**src/agu_pkg.sv**
```systemverilog
package agu_pkg;

    // --------------------------------------------------
    // transform geometry
    // --------------------------------------------------
    localparam int log_n           = 6;
    localparam int n_points        = 1 << log_n;
    localparam int lanes           = 2;
    localparam int beats_per_stage = n_points / 2 / lanes;
    localparam int beat_w          = $clog2(beats_per_stage);
    localparam int stage_w         = 3;

    // 4 banks, row address is what is left of the index
    localparam int bank_w = 2;
    localparam int addr_w = log_n - bank_w;

    typedef logic [log_n-1:0]   idx_t;
    typedef logic [bank_w-1:0]  bank_t;
    typedef logic [addr_w-1:0]  addr_t;
    typedef logic [stage_w-1:0] stage_t;

    // --------------------------------------------------
    // bank mapping
    // --------------------------------------------------

    // digit sum mod 4, so the two operands of a butterfly
    // always land in different banks
    function automatic bank_t bank_of(idx_t idx);
        bank_t sum;
        sum = '0;
        for (int d = 0; d < log_n / bank_w; d++) begin
            sum = sum + idx[d*bank_w +: bank_w];
        end
        return sum;
    endfunction

    function automatic addr_t addr_of(idx_t idx);
        idx_t row;
        row = idx >> bank_w;
        return addr_t'(row);
    endfunction

endpackage

```
**src/agu_order_if.sv**
```systemverilog
interface agu_order_if;

    import agu_pkg::*;

    logic   valid;
    logic   done;
    stage_t stage;
    // one index pair per lane
    idx_t   idx0 [lanes];
    idx_t   idx1 [lanes];

    modport gen (
        output valid,
        output done,
        output stage,
        output idx0,
        output idx1
    );

    modport xlat (
        input valid,
        input done,
        input stage,
        input idx0,
        input idx1
    );

endinterface

```
**src/butterfly_order_gen.sv**
```systemverilog
module butterfly_order_gen (
    input  logic     clk,
    input  logic     rst,
    input  logic     start,
    agu_order_if.gen ord
);

    import agu_pkg::*;

    logic              busy;
    stage_t            stage_cnt;
    logic [beat_w-1:0] beat_cnt;
    logic              last_of_stage;
    logic              last_beat;

    idx_t half;
    idx_t low_mask;
    idx_t bfly     [lanes];
    idx_t nxt_idx0 [lanes];
    idx_t nxt_idx1 [lanes];

    // --------------------------------------------------
    // index pairs for the current beat
    // --------------------------------------------------

    always_comb begin
        half     = idx_t'(n_points >> (stage_cnt + 1));
        low_mask = half - idx_t'(1);
        for (int l = 0; l < lanes; l++) begin
            bfly[l] = idx_t'(beat_cnt * lanes + l);
            // open a zero bit at the position of half
            nxt_idx0[l] = ((bfly[l] & ~low_mask) << 1) | (bfly[l] & low_mask);
            nxt_idx1[l] = nxt_idx0[l] | half;
        end
    end

    assign last_of_stage = (beat_cnt == beat_w'(beats_per_stage - 1));
    assign last_beat     = last_of_stage && (stage_cnt == stage_t'(log_n - 1));

    // --------------------------------------------------
    // counters and control
    // --------------------------------------------------

    always_ff @(posedge clk or posedge rst) begin
        if (rst) begin
            busy      <= 1'b0;
            stage_cnt <= '0;
            beat_cnt  <= '0;
            ord.valid <= 1'b0;
            ord.done  <= 1'b0;
            ord.stage <= '0;
        end else begin
            ord.valid <= busy;
            ord.done  <= busy && last_beat;
            if (busy) begin
                ord.stage <= stage_cnt;
                if (last_of_stage) begin
                    beat_cnt  <= '0;
                    stage_cnt <= stage_cnt + 1'b1;
                end else begin
                    beat_cnt <= beat_cnt + 1'b1;
                end
                if (last_beat) begin
                    busy <= 1'b0;
                end
            end else if (start) begin
                busy      <= 1'b1;
                stage_cnt <= '0;
                beat_cnt  <= '0;
            end
        end
    end

    // indices, held between runs
    always_ff @(posedge clk or posedge rst) begin
        if (rst) begin
            for (int l = 0; l < lanes; l++) begin
                ord.idx0[l] <= '0;
                ord.idx1[l] <= '0;
            end
        end else if (busy) begin
            for (int l = 0; l < lanes; l++) begin
                ord.idx0[l] <= nxt_idx0[l];
                ord.idx1[l] <= nxt_idx1[l];
            end
        end
    end

endmodule

```
**src/order_translate.sv**
```systemverilog
module order_translate (
    input  logic           clk,
    input  logic           rst,
    agu_order_if.xlat      ord,
    output logic           out_valid,
    output logic           done,
    output agu_pkg::stage_t stage,
    output agu_pkg::bank_t bn0 [agu_pkg::lanes],
    output agu_pkg::bank_t bn1 [agu_pkg::lanes],
    output agu_pkg::addr_t ma0 [agu_pkg::lanes],
    output agu_pkg::addr_t ma1 [agu_pkg::lanes]
);

    import agu_pkg::*;

    logic   valid_q;
    logic   done_q;
    stage_t stage_q;
    idx_t   idx0_q [lanes];
    idx_t   idx1_q [lanes];

    // --------------------------------------------------
    // input register
    // --------------------------------------------------

    always_ff @(posedge clk or posedge rst) begin
        if (rst) begin
            valid_q <= 1'b0;
            done_q  <= 1'b0;
            stage_q <= '0;
        end else begin
            valid_q <= ord.valid;
            done_q  <= ord.done;
            stage_q <= ord.stage;
        end
    end

    always_ff @(posedge clk or posedge rst) begin
        if (rst) begin
            for (int l = 0; l < lanes; l++) begin
                idx0_q[l] <= '0;
                idx1_q[l] <= '0;
            end
        end else begin
            for (int l = 0; l < lanes; l++) begin
                idx0_q[l] <= ord.idx0[l];
                idx1_q[l] <= ord.idx1[l];
            end
        end
    end

    // --------------------------------------------------
    // bank / row translation and output register
    // --------------------------------------------------

    always_ff @(posedge clk or posedge rst) begin
        if (rst) begin
            out_valid <= 1'b0;
            done      <= 1'b0;
            stage     <= '0;
        end else begin
            out_valid <= valid_q;
            done      <= done_q;
            stage     <= stage_q;
        end
    end

    always_ff @(posedge clk or posedge rst) begin
        if (rst) begin
            for (int l = 0; l < lanes; l++) begin
                bn0[l] <= '0;
                bn1[l] <= '0;
                ma0[l] <= '0;
                ma1[l] <= '0;
            end
        end else begin
            for (int l = 0; l < lanes; l++) begin
                bn0[l] <= bank_of(idx0_q[l]);
                bn1[l] <= bank_of(idx1_q[l]);
                ma0[l] <= addr_of(idx0_q[l]);
                ma1[l] <= addr_of(idx1_q[l]);
            end
        end
    end

endmodule

```
**src/ntt_agu_top.sv**
```systemverilog
module ntt_agu_top (
    input  logic            clk,
    input  logic            rst,
    input  logic            start,

    output logic            out_valid,
    output logic            done,
    output agu_pkg::stage_t stage,

    // per lane operand banks and rows
    output agu_pkg::bank_t  bn0 [agu_pkg::lanes],
    output agu_pkg::bank_t  bn1 [agu_pkg::lanes],
    output agu_pkg::addr_t  ma0 [agu_pkg::lanes],
    output agu_pkg::addr_t  ma1 [agu_pkg::lanes]
);

    // --------------------------------------------------
    // generator to translator
    // --------------------------------------------------

    agu_order_if ord_if ();

    butterfly_order_gen gen_i (
        .clk   (clk),
        .rst   (rst),
        .start (start),
        .ord   (ord_if.gen)
    );

    // two cycles from index pair to bank/row
    order_translate xlat_i (
        .clk       (clk),
        .rst       (rst),
        .ord       (ord_if.xlat),
        .out_valid (out_valid),
        .done      (done),
        .stage     (stage),
        .bn0       (bn0),
        .bn1       (bn1),
        .ma0       (ma0),
        .ma1       (ma1)
    );

endmodule

```
**config.mk**
```make
export PLATFORM = sky130hd
export DESIGN_NAME = ntt_agu_top
export DESIGN_NICKNAME = d
export VERILOG_FILES = /design/src/agu_pkg.sv /design/src/agu_order_if.sv /design/src/butterfly_order_gen.sv /design/src/order_translate.sv /design/src/ntt_agu_top.sv
export SDC_FILE = /design/constraint.sdc
export NUM_CORES = 1
export LEC_CHECK = 0
export ABC_CLOCK_PERIOD_IN_PS = 4200
export BUFFER_PORTS_ARGS = -buffer_cell sky130_fd_sc_hd__buf_4
export CORE_ASPECT_RATIO = 0.75
export CORE_MARGIN = 2
export CORE_UTILIZATION = 45
export CTS_BUF_LIST = sky130_fd_sc_hd__clkbuf_16
export DETAILED_ROUTE_END_ITERATION = 10
export GPL_TIMING_DRIVEN = 0
export SLEW_MARGIN = 20
export SYNTH_ARGS = -nofsm -noshare
export SYNTH_HDL_FRONTEND = slang
export SYNTH_SLANG_ARGS = --single-unit
export TNS_END_PERCENT = 100
```
**constraint.sdc**
```tcl
create_clock -name clk -period 4.2 [get_ports clk]
set_input_delay 0.42 -clock clk [delete_from_list [all_inputs] [get_ports clk]]
set_output_delay 0.42 -clock clk [all_outputs]
set_load 0.02 [all_outputs]
```
# Word level (Yosys, flattened, before mapping)
# Cells that the tools add are included.
[totals]
ff_bits = 95
input_bits = 3
[op_classes]
addsub = 13
eq_ne = 3
n_shift = 1
muxes = 9
n_bitwise = 9
n_reduce_logical = 4
[op_table]
columns = ["operator", "n"]
rows = [
  ["$shr A7 B32 Y6 const A", 1],
  ["$or A6 B6 Y6", 4],
  ["$add A2 B2 Y2", 8],
  ["$mux W4", 3],
  ["$and A5 B5 Y5", 2],
  ["$mux W3", 3],
  ["$add A5 B1 Y6 const B", 1],
  ["$and A5 B6 Y6", 1],
  ["$and A6 B6 Y6", 1],
  ["$sub A6 B1 Y6 const B", 1],
  ["$not A5 Y5", 1],
  ["$add A3 B1 Y4 const B", 1],
  ["$add A4 B1 Y4 const B", 1],
  ["$eq A4 B4 Y1 const B", 1],
  ["$add A3 B1 Y3 const B", 1],
  ["$eq A3 B3 Y1 const B", 1],
  ["$mux W1", 3],
  ["$logic_and A1 B1 Y1", 2],
  ["$ne A2 B2 Y1 const B", 1],
  ["$reduce_and A2 Y1", 1],
  ["$reduce_bool A2 Y1", 1],
]

# Longest topological paths before layout
# Gate-level depths: netlist (run 1).
[depth]
ltp_word = 7
ltp_mapped = 8

# Modules after synthesis
# Synthesis (run 1) repeated with hierarchy kept, for this count alone.
[hier_totals]
cells_unflattened = 226
hier_area_um2 = 3116.7
[by_module_without_submodules]
columns = ["mod", "n_inst", "cells_each", "area_per_inst_um2", "seq_area_each_um2"]
rows = [
  ["order_translate", 1, 91, 1700.4, 1451.4],
  ["butterfly_order_gen", 1, 135, 1416.4, 700.7],
]

# Worst setup path before layout (run 1)
# Ideal clock, no wire load.
[synth_path]
path_type = "register -> register"
startpoint = "register gen_i.stage_cnt[1]"
endpoint = "register gen_i.ord.idx1[4]"
setup_ps = 141
arrival_ps = 1851
t_required_ps = 4059
slack_ps = 2208
stages_incl_launch_ff = 9
synth_period_minus_slack_ps = 1992
path_cell_list = "dfrtp_1 inv_1 ha_1 nand2_1 ha_1 nand2b_4 or4b_4 a31oi_2 a31oi_1"
[synth_between]
elab_chain_len = 7
word_cells_on_any_way = 8
cone_classes = "add/sub (2); shift (1); bitwise (5)"
[synth_rtl]
columns = ["item", "line_no", "text"]
rows = [
  ["start: declaration", "butterfly_order_gen.sv:11", "stage_t stage_cnt;"],
  ["start signal: assignment", "butterfly_order_gen.sv:59", "stage_cnt <= stage_cnt + 1'b1;"],
  ["$add A3 B1 Y4 (*)", "butterfly_order_gen.sv:27", "half = idx_t'(n_points >> (stage_cnt + 1));"],
  ["$shr A7 B32 Y6 (*)", "butterfly_order_gen.sv:27", ""],
  ["$sub A6 B1 Y6", "butterfly_order_gen.sv:28", "low_mask = half - idx_t'(1);"],
  ["$not A5 Y5", "butterfly_order_gen.sv:32", "nxt_idx0[l] = ((bfly[l] & ~low_mask) << 1) | (bfly[l] & low_mask);"],
  ["$and A5 B5 Y5", "butterfly_order_gen.sv:32", ""],
  ["$or A6 B6 Y6", "butterfly_order_gen.sv:32", ""],
  ["$or A6 B6 Y6 (*)", "butterfly_order_gen.sv:33", "nxt_idx1[l] = nxt_idx0[l] | half;"],
  ["end signal: indexed assignment", "butterfly_order_gen.sv:84", "ord.idx1[l] <= nxt_idx1[l];"],
  ["end: declaration", "agu_order_if.sv:17", "output idx1"],
]
# Mark *: on every way between the ends. The rest lies on a longest branch, timed or not.
# A chain may end at the register's enable or synchronous reset.

# Worst setup path in the final report (run 1)
# Ends and elaborated chain as after synthesis.

==> key figures, run 1 <==
Clock network
  • H-tree depth: 3
  • Worst skew pair latency: around 330 ps
  • CTS root buf: clkbuf_16
  • Reg clk slew, reported paths: around 50 ps
  • Post CTS Setup Buffer Count: 0
  • CTS Buffer Depth: 2
  • CTS Hold Buffers Added: 0
  • CTS tree: done
  • # clock sinks: 69
  • Num CTS Buffers: 9
  • Post-cts sizing count: 0

Timing
  • Max Fclk: 451 MHz
  • Final period utilization: 0.528
  • Worst-margin pin slew: 540 ps
  • Max-slew violation count: 0
  • RSZ-0062 raised after global routing: false
  • Setup-failing EPs final: 0
  • Final setup margin: about 2000 ps
  • Max transition margin: 0.640
  • Crit path time final: 2220 ps
  • Final hold slack: roughly 18 ps
  • Final setup TNS: 0 ps
  • Final hold vios: 0
  • Skew final: 2.83 ps

Outcome
  • Status: finished, final reports clean

Placement
  • Post-Place Setup Slack: slightly below 2000 ps
  • HPWL after DPL: ~2800 um
  • IO buf count: 31
  • RePlAce Congestion: between 0.8 and 0.9

Critical path
  • Critical Path AT: ~2400 ps
  • Most used cell, CP: ha_1
  • Largest stage delay on the critical path: around 520 ps
  • Cell Chain, Critical Path: inv_1, ha_1, nand2_1, ha_1, nand2b_4, or4b_4, a31oi_2, a31oi_1
  • CP Class: reg -> reg
  • Buf+Inv Stages, Crit Path: 1
  • Worst Setup Start Kind: flip-flop
  • Critical Path Fanout Max: 7
  • CP top delay family: simple AND/OR/NAND/NOR gates
  • CP required: about 4400 ps
  • Slowest CP cell: or4b_4
  • CP endpoint kind: flip-flop

Drt
  • First-pass DRT Iterations: 6
  • Drc violations: 0
  • Vias post-DR: 1,491
  • Final antenna-violating net count: 0
  • Starting DRC count in detailed routing: 54
  • Routed vias/inst: about 4.7
  • Wire per inst: 12.8 um
  • WL final: 4100 um

Global route
  • Pin count of the biggest net entering global routing: between 50 and 60
  • Gr ovfl total: 0
  • Vias in the first global route: 1,464
  • Global-route wire length before repair: roughly 7000 um
  • Initial antenna violation count: 0
  • Total global-route track usage: 0.151

Die
  • I/O pin cnt: 32
  • Core box area: about 5500 um^2
  • Die boundary width: 91.8 um
  • Site Rows: 23
  • Initial core utilization: 0.476
  • Die span in y: about 70 um
  • Die area: between 6000 and 7000 um^2

Logic synthesis
  • Dominant cells by area after synthesis: dfrtp_1 (66%), ha_1 (3.8%), xnor2_1 (3.4%)
  • EDFF count, synth: 0
  • Yosys cell types: 38
  • Most common cell in the netlist: dfrtp_1
  • Top_reg_cell synth: dfrtp_1
  • Synthesized area per cell: between 10 and 15 um^2
  • Seq/Total Area, Yosys: 0.664
  • FF+latch count, synth: between 60 and 70
  • Post-synth top area share: 0.664
  • Mapped Cells: a little under 200
  • Post-synthesis instance area: 2600 um^2
  • Top cells by count, synth: dfrtp_1 (69), inv_1 (17), nor2_1 (11)
  • Largest area contributor in the netlist: dfrtp_1
  • Synthesized Nets: 210
  • Async SR Flop Fraction: 1.00
  • Yosys warns: 0

Power and ir drop
  • P_leak: 0.00152 uW
  • P_int: ~1900 uW
  • Net Sw Frac: 0.343
  • Power density over cell area: around 890 nW/um^2
  • Gate power share: 0.386
  • Psw: a little under 1000 uW
  • Seq pwr share: 0.384
  • Clock network power share: 0.230
  • Max rail drop VDD: about 0.29 mV

Finish
  • Share of layout cells above drive strength 1: 0.287
  • Area growth syn-to-layout: 24.0%
  • Post-layout util: 0.590
  • Layout Nets: about 250
  • N_diodes: 0

Hold path
  • Hold Path Class: in -> async

Job
  • Max-cap violations: 0
cells in the final DEF (no fill, tap or decap), types with 2 or more instances in the layout:
cell type | synthesis | routed
xnor2_1 | 10 | 10
buf_1 | 2 | 2
o22ai_1 | 2 | 2
clkinvlp_4 | 0 | 4
nand2_1 | 10 | 10
o21ai_0 | 3 | 3
nand3_1 | 5 | 5
nand2b_1 | 3 | 3
mux2_2 | 4 | 4
clkbuf_1 | 2 | 2
buf_2 | 2 | 2
inv_1 | 17 | 17
nor2_1 | 11 | 11
a31oi_1 | 3 | 3
a21oi_1 | 8 | 8
dfrtp_1 | 69 | 69
fa_1 | 3 | 3
o21a_1 | 2 | 2
buf_4 | 8 | 39
clkbuf_16 | 0 | 9
o31ai_1 | 3 | 3
xor2_1 | 4 | 4
ha_1 | 8 | 8
clkinv_2 | 0 | 2
per-stage QoR:
step           area (um^2)  instances  total power [uW]
6_report              3230        319              2860
5_1_grt               3230        319              3070
4_1_cts               3230        319              2900
3_5_place_dp          2960        303              2220
3_3_place_gp          2930        302              2190
2_1_floorplan         2600        196              1860
power by group through the flow:
stage | registers, uW | logic, uW | clock network [uW]
4_1_cts | 1100 | 1110 | 684
5_1_grt | 1140 | 1220 | 719
3_3_place_gp | 1100 | 1090 | 0
6_report | 1100 | 1100 | 658
3_5_place_dp | 1110 | 1110 | 0
2_1_floorplan | 1190 | 671 | 0
registers in the layout, indices dropped and copies added (netlist names), 3 cells and up:
signal	cells
xlat_i.idx0_q	7
gen_i.ord.idx0	7
xlat_i.ma0	4
xlat_i.stage	3
xlat_i.ma1	4
gen_i.ord.stage	3
gen_i.stage_cnt	3
xlat_i.bn0	4
xlat_i.stage_q	3
gen_i.ord.idx1	8
gen_i.beat_cnt	4
xlat_i.idx1_q	8
xlat_i.bn1	4
area by class of cell:
type / instances / area (um^2)
fillers: 475 / 2240
plain buffers: 14 / 85.1
clock buffers: 9 / 225
clock inverters: 7 / 43.8
flip-flops and latches: 69 / 1730
well taps: 75 / 93.8
multi-input cells: 95 / 722
repair buffers: 32 / 260
inverters: 18 / 70.1
worst paths after layout:
path / startpoint / endpoint / slack, ps / cells after the start
max reg2reg: gen_i.stage_cnt[1] / gen_i.ord.idx1[4] / 1980 / 8
min: rst / xlat_i.ma1[1] / 20 / 2
min reg2reg: xlat_i.valid_q / xlat_i.out_valid / 350 / 0
max in group asynchronous: rst / xlat_i.stage[1] / 3680 / 3
min in group clk: start / gen_i.beat_cnt[1] / 300 / 2
max: gen_i.stage_cnt[1] / gen_i.ord.idx1[4] / 1980 / 8
per-layer routing:
layer | up-vias | GRT usage | share of wire
li1 | 725 | - | -
met1 | 723 | 0.201 | 0.49
met2 | 36 | 0.212 | 0.44
met3 | 7 | 0.0685 | 0.054
met4 | 0 | 0.0647 | 0.013
met5 | - | 0 | 0
logic make-up after synthesis:
group / Yosys count / synth area share
compound gates: 30 / 0.0794
xor+xnor: 14 / 0.0471
fa+ha+maj: 11 / 0.0616
buf+inv: 32 / 0.0587
flops: 69 / 0.664
mux: 5 / 0.0212
simple gates: 35 / 0.0683
Note: power is estimated with default switching activity, not from simulation.
==> inputs of run 2 (changes only) <==
--- a/config.mk
+++ b/config.mk
@@ -5,7 +5,7 @@
 export SDC_FILE = /design/constraint.sdc
 export NUM_CORES = 1
 export LEC_CHECK = 0
-export ABC_CLOCK_PERIOD_IN_PS = 4200
+export ABC_CLOCK_PERIOD_IN_PS = 1900
 export BUFFER_PORTS_ARGS = -buffer_cell sky130_fd_sc_hd__buf_4
 export CORE_ASPECT_RATIO = 0.75
 export CORE_MARGIN = 2
@@ -13,6 +13,7 @@
 export CTS_BUF_LIST = sky130_fd_sc_hd__clkbuf_16
 export DETAILED_ROUTE_END_ITERATION = 10
 export GPL_TIMING_DRIVEN = 0
+export PLACE_DENSITY = 0.67
 export SLEW_MARGIN = 20
 export SYNTH_ARGS = -nofsm -noshare
 export SYNTH_HDL_FRONTEND = slang
==> constraint.sdc (replaced) <==
create_clock -name clk -period 1.9 [get_ports clk]
set_input_delay 0.19 -clock clk [delete_from_list [all_inputs] [get_ports clk]]
set_output_delay 0.19 -clock clk [all_outputs]
set_load 0.02 [all_outputs]
==> run 2 against run 1 <==
  * The run now ends with negative setup slack left
  * Cell area rose by 8.4%
  * Wire length rose by 4.3%
  * Global-route usage rose by 0.064 points
  * Die area did not move
  * Via count rose by 4.4%
  * Worst setup slack got worse by 2000 ps
  * First-iteration DRC count fell by 9.3%
  * Utilization rose by 4.9 points
  * Sequential share of layout area fell by 4.1 points
  * Non-clock buffer count rose by 14
  * Critical path type unchanged
  * Critical endpoint unchanged
  * Largest cell class unchanged
  * Highest routed layer unchanged
==> key figures, run 2 (synthesis gave the netlist of run 1 again) <==
Drt
  • Wire per inst: ~13 um
  • Starting DRC count in detailed routing: between 40 and 50
  • First-pass DRT Iterations: 5
  • Drc violations: 0
  • Final antenna-violating net count: 0
  • Met2 routed WL: 1970 um
  • DR top layer: met4
  • Routed vias/inst: 4.68
  • Vias post-DR: 1,557
  • Routed metal-1 wirelength: 1940 um
  • WL final: about 4300 um
  • Met3 WL: about 300 um

Hold path
  • Min-Delay Startpoint: start
  • Hold Path Class: in -> reg
  • Worst Hold Endpoint: gen_i.beat_cnt[1]
  • Hold path cells: 2

Critical path
  • Reg2Reg Setup Slack: -20 ps
  • Worst r2r path cells: 8
  • CP endpoint kind: flip-flop
  • Slowest CP cell: or4b_4
  • R2R Path Start: gen_i.stage_cnt[0]
  • CP Class: reg -> reg
  • Critical Path AT: approximately 2100 ps
  • Most used cell, CP: ha_4
  • Worst Setup Start Kind: flip-flop
  • Cell Chain, Critical Path: inv_2, ha_4, nand2_2, ha_4, nand2b_4, or4b_4, a31oi_4, a31oi_1
  • CP required: roughly 2100 ps
  • Largest stage delay on the critical path: 530 ps
  • Critical Path Fanout Max: 5
  • Critical R2R Capture: gen_i.ord.idx1[4]

Finish
  • Fillers: ~400
  • Area growth syn-to-layout: 34.4%
  • Post-layout util: 0.640
  • Layout Nets: approximately 270
  • Share of layout cells above drive strength 1: 0.376
  • Cell area after layout: 3500 um^2
  • Most common cell after layout, fill and taps aside: dfrtp_1
  • Most frequent cells in the layout: dfrtp_1 (67), buf_4 (51), inv_1 (14)
  • N_diodes: 0
  • Largest regs: gen_i.ord.idx1: 8 flops, xlat_i.idx1_q: 8 flops

Die
  • Die span in y: ~70 um
  • I/O pin cnt: 32
  • Die area: roughly 6400 um^2
  • Initial core utilization: 0.476
  • Site Rows: 23
  • Die boundary width: just over 90 um
  • Core box area: between 5000 and 6000 um^2

Job
  • Max-cap violations: 0

Outcome
  • Violated checks: negative setup slack
  • Status: finished, violations left

Global route
  • Gr ovfl total: 0
  • Initial antenna violation count: 0
  • Global-route wire length before repair: just over 7000 um
  • Vias in the first global route: around 1,500
  • Pin count of the biggest net entering global routing: 34
  • Total global-route track usage: 0.151

Timing
  • RSZ-0062 raised after global routing: true
  • Max-slew violation count: 0
  • Skew final: 4.24 ps
  • Max Fclk: 521 MHz
  • Setup-failing EPs final: 1
  • Max transition margin: 0.665
  • Worst-margin pin slew: ~500 ps
  • Final hold vios: 0
  • Crit path time final: 1920 ps
  • Final period utilization: 1.01
  • Final setup margin: -19.5 ps

Power and ir drop
  • Power density over cell area: approximately 2000 nW/um^2
  • P_leak: 0.00163 uW
  • Max rail drop VDD: roughly 0.92 mV
  • Overall power: between 7000 and 8000 uW

Placement
  • Post-Place Setup Slack: -187 ps
  • RePlAce Congestion: around 0.86
  • HPWL after DPL: roughly 2700 um
  • IO buf count: 31
  • Placement Cell Area: roughly 3000 um^2

Clock network
  • CTS Buffer Depth: 2
  • # clock sinks: 69
  • CTS tree: done
  • H-tree depth: 3
  • Num CTS Buffers: 9
  • Worst skew pair latency: about 330 ps
  • Reg clk slew, reported paths: roughly 50 ps
  • CTS root buf: clkbuf_16
==> run 2: cell types whose count changed in the layout (fill, tap and decap cells not counted), sizes merged <==
cell	change
bufinv	+2
inv	-1
buf	+13
clkinvlp	-1
dlygate4sd3	+1
==> run 2: routing by layer <==
metal / GRT usage / up-vias
li1: - / 750
met3: 0.0717 / 9
met2: 0.217 / 45
met5: 0 / -
met4: 0.0697 / 0
met1: 0.195 / 753
==> run 2: report_power, final <==
part / switching [uW] / total, uW / leakage (uW) / internal (uW)
clock: 576 / 1710 / 0.000150 / 1140
combinational: 1400 / 2850 / 0.000667 / 1450
sequential: 339 / 2450 / 0.000816 / 2110
total: 2310 / 7010 / 0.00163 / 4700
==> run 2: critical path, delay by kind of cell (launching register included) <==
kind	cells	cell delay (ps)
adders and majority gates	2	310
DFF	1	450
AOI/OAI and AO/OA	2	290
and+or+nand+nor	3	650
buffers and inverters	1	80
==> run 2: area by class of cell <==
| class | count | area [um^2] | share of cell area |
|---|---|---|---|
| Timing Repair Buffer | 46 | 373 | 0.107 |
| Clock inverter | 7 | 91.3 | 0.0261 |
| Buffer | 14 | 91.3 | 0.0261 |
| Inverter | 18 | 73.8 | 0.0211 |
| Tap cell | 75 | 93.8 | 0.0268 |
| Multi-Input combinational cell | 95 | 820 | 0.234 |
| Sequential cell | 69 | 1730 | 0.494 |
| Clock buffer | 9 | 225 | 0.0644 |
==> run 2: metrics by stage <==
| stage | hold slack (ps) | cells | setup TNS [ps] |
|---|---|---|---|
| after floorplan | 276 | 196 | -7.97 |
| after global placement | 334 | 302 | -477 |
| after detailed placement | 173 | 304 | -603 |
| after CTS | 68.7 | 331 | -43.2 |
| after global routing | 72.1 | 333 | -236 |
| final | 76.3 | 333 | -19.5 |
==> run 2: timing repair <==
item | CTS | global route
endpoints found under the setup margin | 5 | 5
hold buffers | 1 | 0
gates cloned | 0 | 0
setup buffers | 10 | 2
resized for setup | 15 | 3
pin swaps | 10 | 6
hold endpoints to repair | 13 | 0
==> run 2: worst max path at each step <==
| stage | from | endpoint | slack (ps) | cells past startpoint |
|---|---|---|---|---|
| floorplan | gen_i.stage_cnt[2] | gen_i.ord.idx1[4] | -8 | 7 |
| global placement | gen_i.stage_cnt[2] | gen_i.ord.idx1[4] | -170 | 7 |
| detailed placement | gen_i.stage_cnt[2] | gen_i.ord.idx1[4] | -190 | 7 |
| CTS | gen_i.stage_cnt[0] | gen_i.ord.idx1[4] | -30 | 6 |
| global route | gen_i.stage_cnt[0] | gen_i.ord.idx1[4] | -90 | 8 |
| finish | gen_i.stage_cnt[0] | gen_i.ord.idx1[4] | -20 | 8 |
==> inputs of run 3 (changes only) <==
--- a/config.mk
+++ b/config.mk
@@ -5,12 +5,11 @@
 export SDC_FILE = /design/constraint.sdc
 export NUM_CORES = 1
 export LEC_CHECK = 0
-export ABC_CLOCK_PERIOD_IN_PS = 1900
+export ABC_CLOCK_PERIOD_IN_PS = 1700
 export BUFFER_PORTS_ARGS = -buffer_cell sky130_fd_sc_hd__buf_4
 export CORE_ASPECT_RATIO = 0.75
 export CORE_MARGIN = 2
 export CORE_UTILIZATION = 45
-export CTS_BUF_LIST = sky130_fd_sc_hd__clkbuf_16
 export DETAILED_ROUTE_END_ITERATION = 10
 export GPL_TIMING_DRIVEN = 0
 export PLACE_DENSITY = 0.67
==> constraint.sdc (replaced) <==
create_clock -name clk -period 1.7 [get_ports clk]
set_input_delay 0.17 -clock clk [delete_from_list [all_inputs] [get_ports clk]]
set_output_delay 0.17 -clock clk [all_outputs]
set_load 0.02 [all_outputs]
==> run 3 against run 2 <==
  * The run still ends with negative setup slack left
  * First-iteration DRC count up 49%
  * Cell area down 2.0%
  * Hold slack worse by 32 ps
  * Sequential power up 11%
==> key figures, run 3 (synthesis gave the netlist of run 1 again) <==
Outcome
  • Status: finished, violations left
  • Violated checks: negative setup slack

Clock network
  • # clock sinks: roughly 70
  • CTS root buf: clkbuf_8
  • H-tree depth: 3
  • Reg clk slew, reported paths: roughly 70 ps
  • Num CTS Buffers: 9
  • CTS Buffer Depth: 2
  • Worst skew pair latency: between 300 and 400 ps
  • CTS tree: done

Die
  • Die area: around 6400 um^2
  • Core box area: ~5500 um^2
  • Die span in y: roughly 70 um
  • I/O pin cnt: 32
  • Die boundary width: approximately 92 um
  • Site Rows: 23
  • Initial core utilization: 0.476

Drt
  • Drc violations: 0
  • Routed metal-1 wirelength: roughly 1900 um
  • Starting DRC count in detailed routing: 73
  • WL final: around 4300 um
  • Met2 routed WL: approximately 2000 um
  • Routed vias/inst: approximately 4.6
  • First-pass DRT Iterations: 4
  • Vias post-DR: between 1,500 and 2,000
  • DR top layer: met4
  • Met3 WL: around 300 um
  • Final antenna-violating net count: 0
  • Wire per inst: 12.6 um

Placement
  • Post-Place Setup Slack: -276 ps
  • Dpl cells: 304
  • IO buf count: 31
  • RePlAce Congestion: approximately 0.8
  • HPWL after DPL: around 2700 um

Critical path
  • Worst r2r path cells: 8
  • Critical Path Fanout Max: 5
  • CP Class: reg -> reg
  • CP top delay family: simple AND/OR/NAND/NOR gates
  • Buf+Inv Stages, Crit Path: 1
  • CP required: about 1900 ps
  • R2R Path Start: gen_i.stage_cnt[0]
  • Largest stage delay on the critical path: approximately 540 ps
  • Slowest CP cell: or4b_4
  • Most used cell, CP: ha_4
  • Levels on crit path: 8
  • Crit. Startpoint: gen_i.stage_cnt[0]
  • Worst Setup Start Kind: flip-flop
  • CP endpoint kind: flip-flop
  • Cell Chain, Critical Path: inv_2, ha_4, nand2_4, ha_4, nand2b_4, or4b_4, a31oi_4, a31oi_1
  • Critical Path AT: between 2000 and 2500 ps

Power and ir drop
  • P_leak: approximately 0.0016 uW
  • Clock network power share: 0.165
  • Gate power share: 0.459
  • Overall power: between 7000 and 8000 uW
  • Power density over cell area: between 2000 and 2500 nW/um^2
  • Seq pwr share: 0.376
  • P_int: about 4700 uW
  • Net Sw Frac: 0.354
  • Max rail drop VDD: roughly 1.0 mV
  • Psw: approximately 2600 uW

Finish
  • Largest regs: gen_i.ord.idx1: 8 flops, xlat_i.idx1_q: 8 flops
  • Most frequent cells in the layout: dfrtp_1 (67), buf_4 (53), inv_1 (13)
  • Share of layout cells above drive strength 1: 0.393
  • Non-filler cells, final: roughly 340
  • Register area: 1730 um^2
  • Multi-input combinational cell area: about 820 um^2
  • Layout Nets: 271
  • Most common cell after layout, fill and taps aside: dfrtp_1
  • Area growth syn-to-layout: 31.8%
  • Fillers: ~420
  • N_diodes: 0

Timing
  • Crit path time final: approximately 1900 ps
  • Max Fclk: about 520 MHz
  • Max-slew violation count: 0
  • Final hold vios: 0
  • Worst-margin pin slew: 503 ps
  • RSZ-0062 raised after global routing: true
  • Final setup margin: -222 ps
  • Max transition margin: 0.664
  • Setup-failing EPs final: 6
  • Skew final: approximately 6.1 ps
  • Final period utilization: 1.13

Hold path
  • Min-Delay Startpoint: start
  • Hold path cells: 2
  • Hold Path Class: in -> reg

Global route
  • Initial antenna violation count: 0
  • Total global-route track usage: 0.153
  • Pin count of the biggest net entering global routing: 36
  • Global-route wire length before repair: 7320 um
  • Vias in the first global route: between 1,500 and 2,000
  • Gr ovfl total: 0

Job
  • Max-cap violations: 0
-- run 3: cell types whose count changed in the layout (fill, tap and decap cells not counted), sizes merged --
| cell | before | now |
|---|---|---|
| clkinv | 2 | 4 |
| inv | 18 | 16 |
| clkbuf | 11 | 13 |
| buf | 57 | 61 |
| bufinv | 2 | 0 |
-- run 3: area by class of cell --
| type | instances | area share |
|---|---|---|
| Sequential cell | 69 | 0.504 |
| Multi-Input combinational cell | 95 | 0.240 |
| Timing Repair Buffer | 50 | 0.125 |
| Clock buffer | 11 | 0.0442 |
| Tap cell | 75 | 0.0274 |
| Buffer | 14 | 0.0266 |
| Inverter | 18 | 0.0226 |
| Clock inverter | 5 | 0.0102 |
-- run 3: worst paths after layout --
path / to / slack, ps
max: gen_i.ord.idx1[4] / -220
min: gen_i.stage_cnt[0] / 40
max reg2reg: gen_i.ord.idx1[4] / -220
min reg2reg: xlat_i.done / 350
max in group asynchronous: gen_i.stage_cnt[0] / 1030
min in group asynchronous: xlat_i.bn1[0] / 280
-- run 3: worst register-to-register path, delay by kind of cell (launching register included) --
family	cells	cell delay [ps]
AND/OR/NAND/NOR	3	660
flip-flops	1	460
AO/OA/AOI/OAI	2	270
adder cells (fa/ha/maj)	2	310
buffers and inverters	1	80
-- run 3: timing repair --
action	4_1_cts	5_1_grt
setup endpoints to repair	7	8
buffers inserted	14	2
gates resized for setup	4	1
pin swaps	8	3
hold buffers	1	0
endpoints found under the hold margin	69	0
-- run 3: routing by layer --
layer / up-vias / GRT usage
met2: 48 / 0.227
met3: 9 / 0.0739
met5: - / 0
li1: 754 / -
met4: 0 / 0.0498
met1: 742 / 0.197
-- run 3: power groups by stage --
| stage | clock network, uW | logic [uW] | registers (uW) |
|---|---|---|---|
| 2_1_floorplan | 0 | 1850 | 2980 |
| 3_3_place_gp | 0 | 2860 | 2750 |
| 3_5_place_dp | 0 | 2920 | 2770 |
| 4_1_cts | 1230 | 3290 | 2730 |
| 5_1_grt | 1320 | 3670 | 2830 |
| 6_report | 1200 | 3330 | 2730 |
-- run 3: per-stage QoR --
step	utilization	cell area, um^2	TNS, ps	hold slack, ps
after CTS	0.624	3410	-885	31.8
after floorplan	-	2700	-459	253
after global placement	0.554	3030	-1000	334
after global routing	0.627	3430	-1410	41.9
final	0.627	3430	-969	44.7
after detailed placement	0.561	3070	-1060	81.2
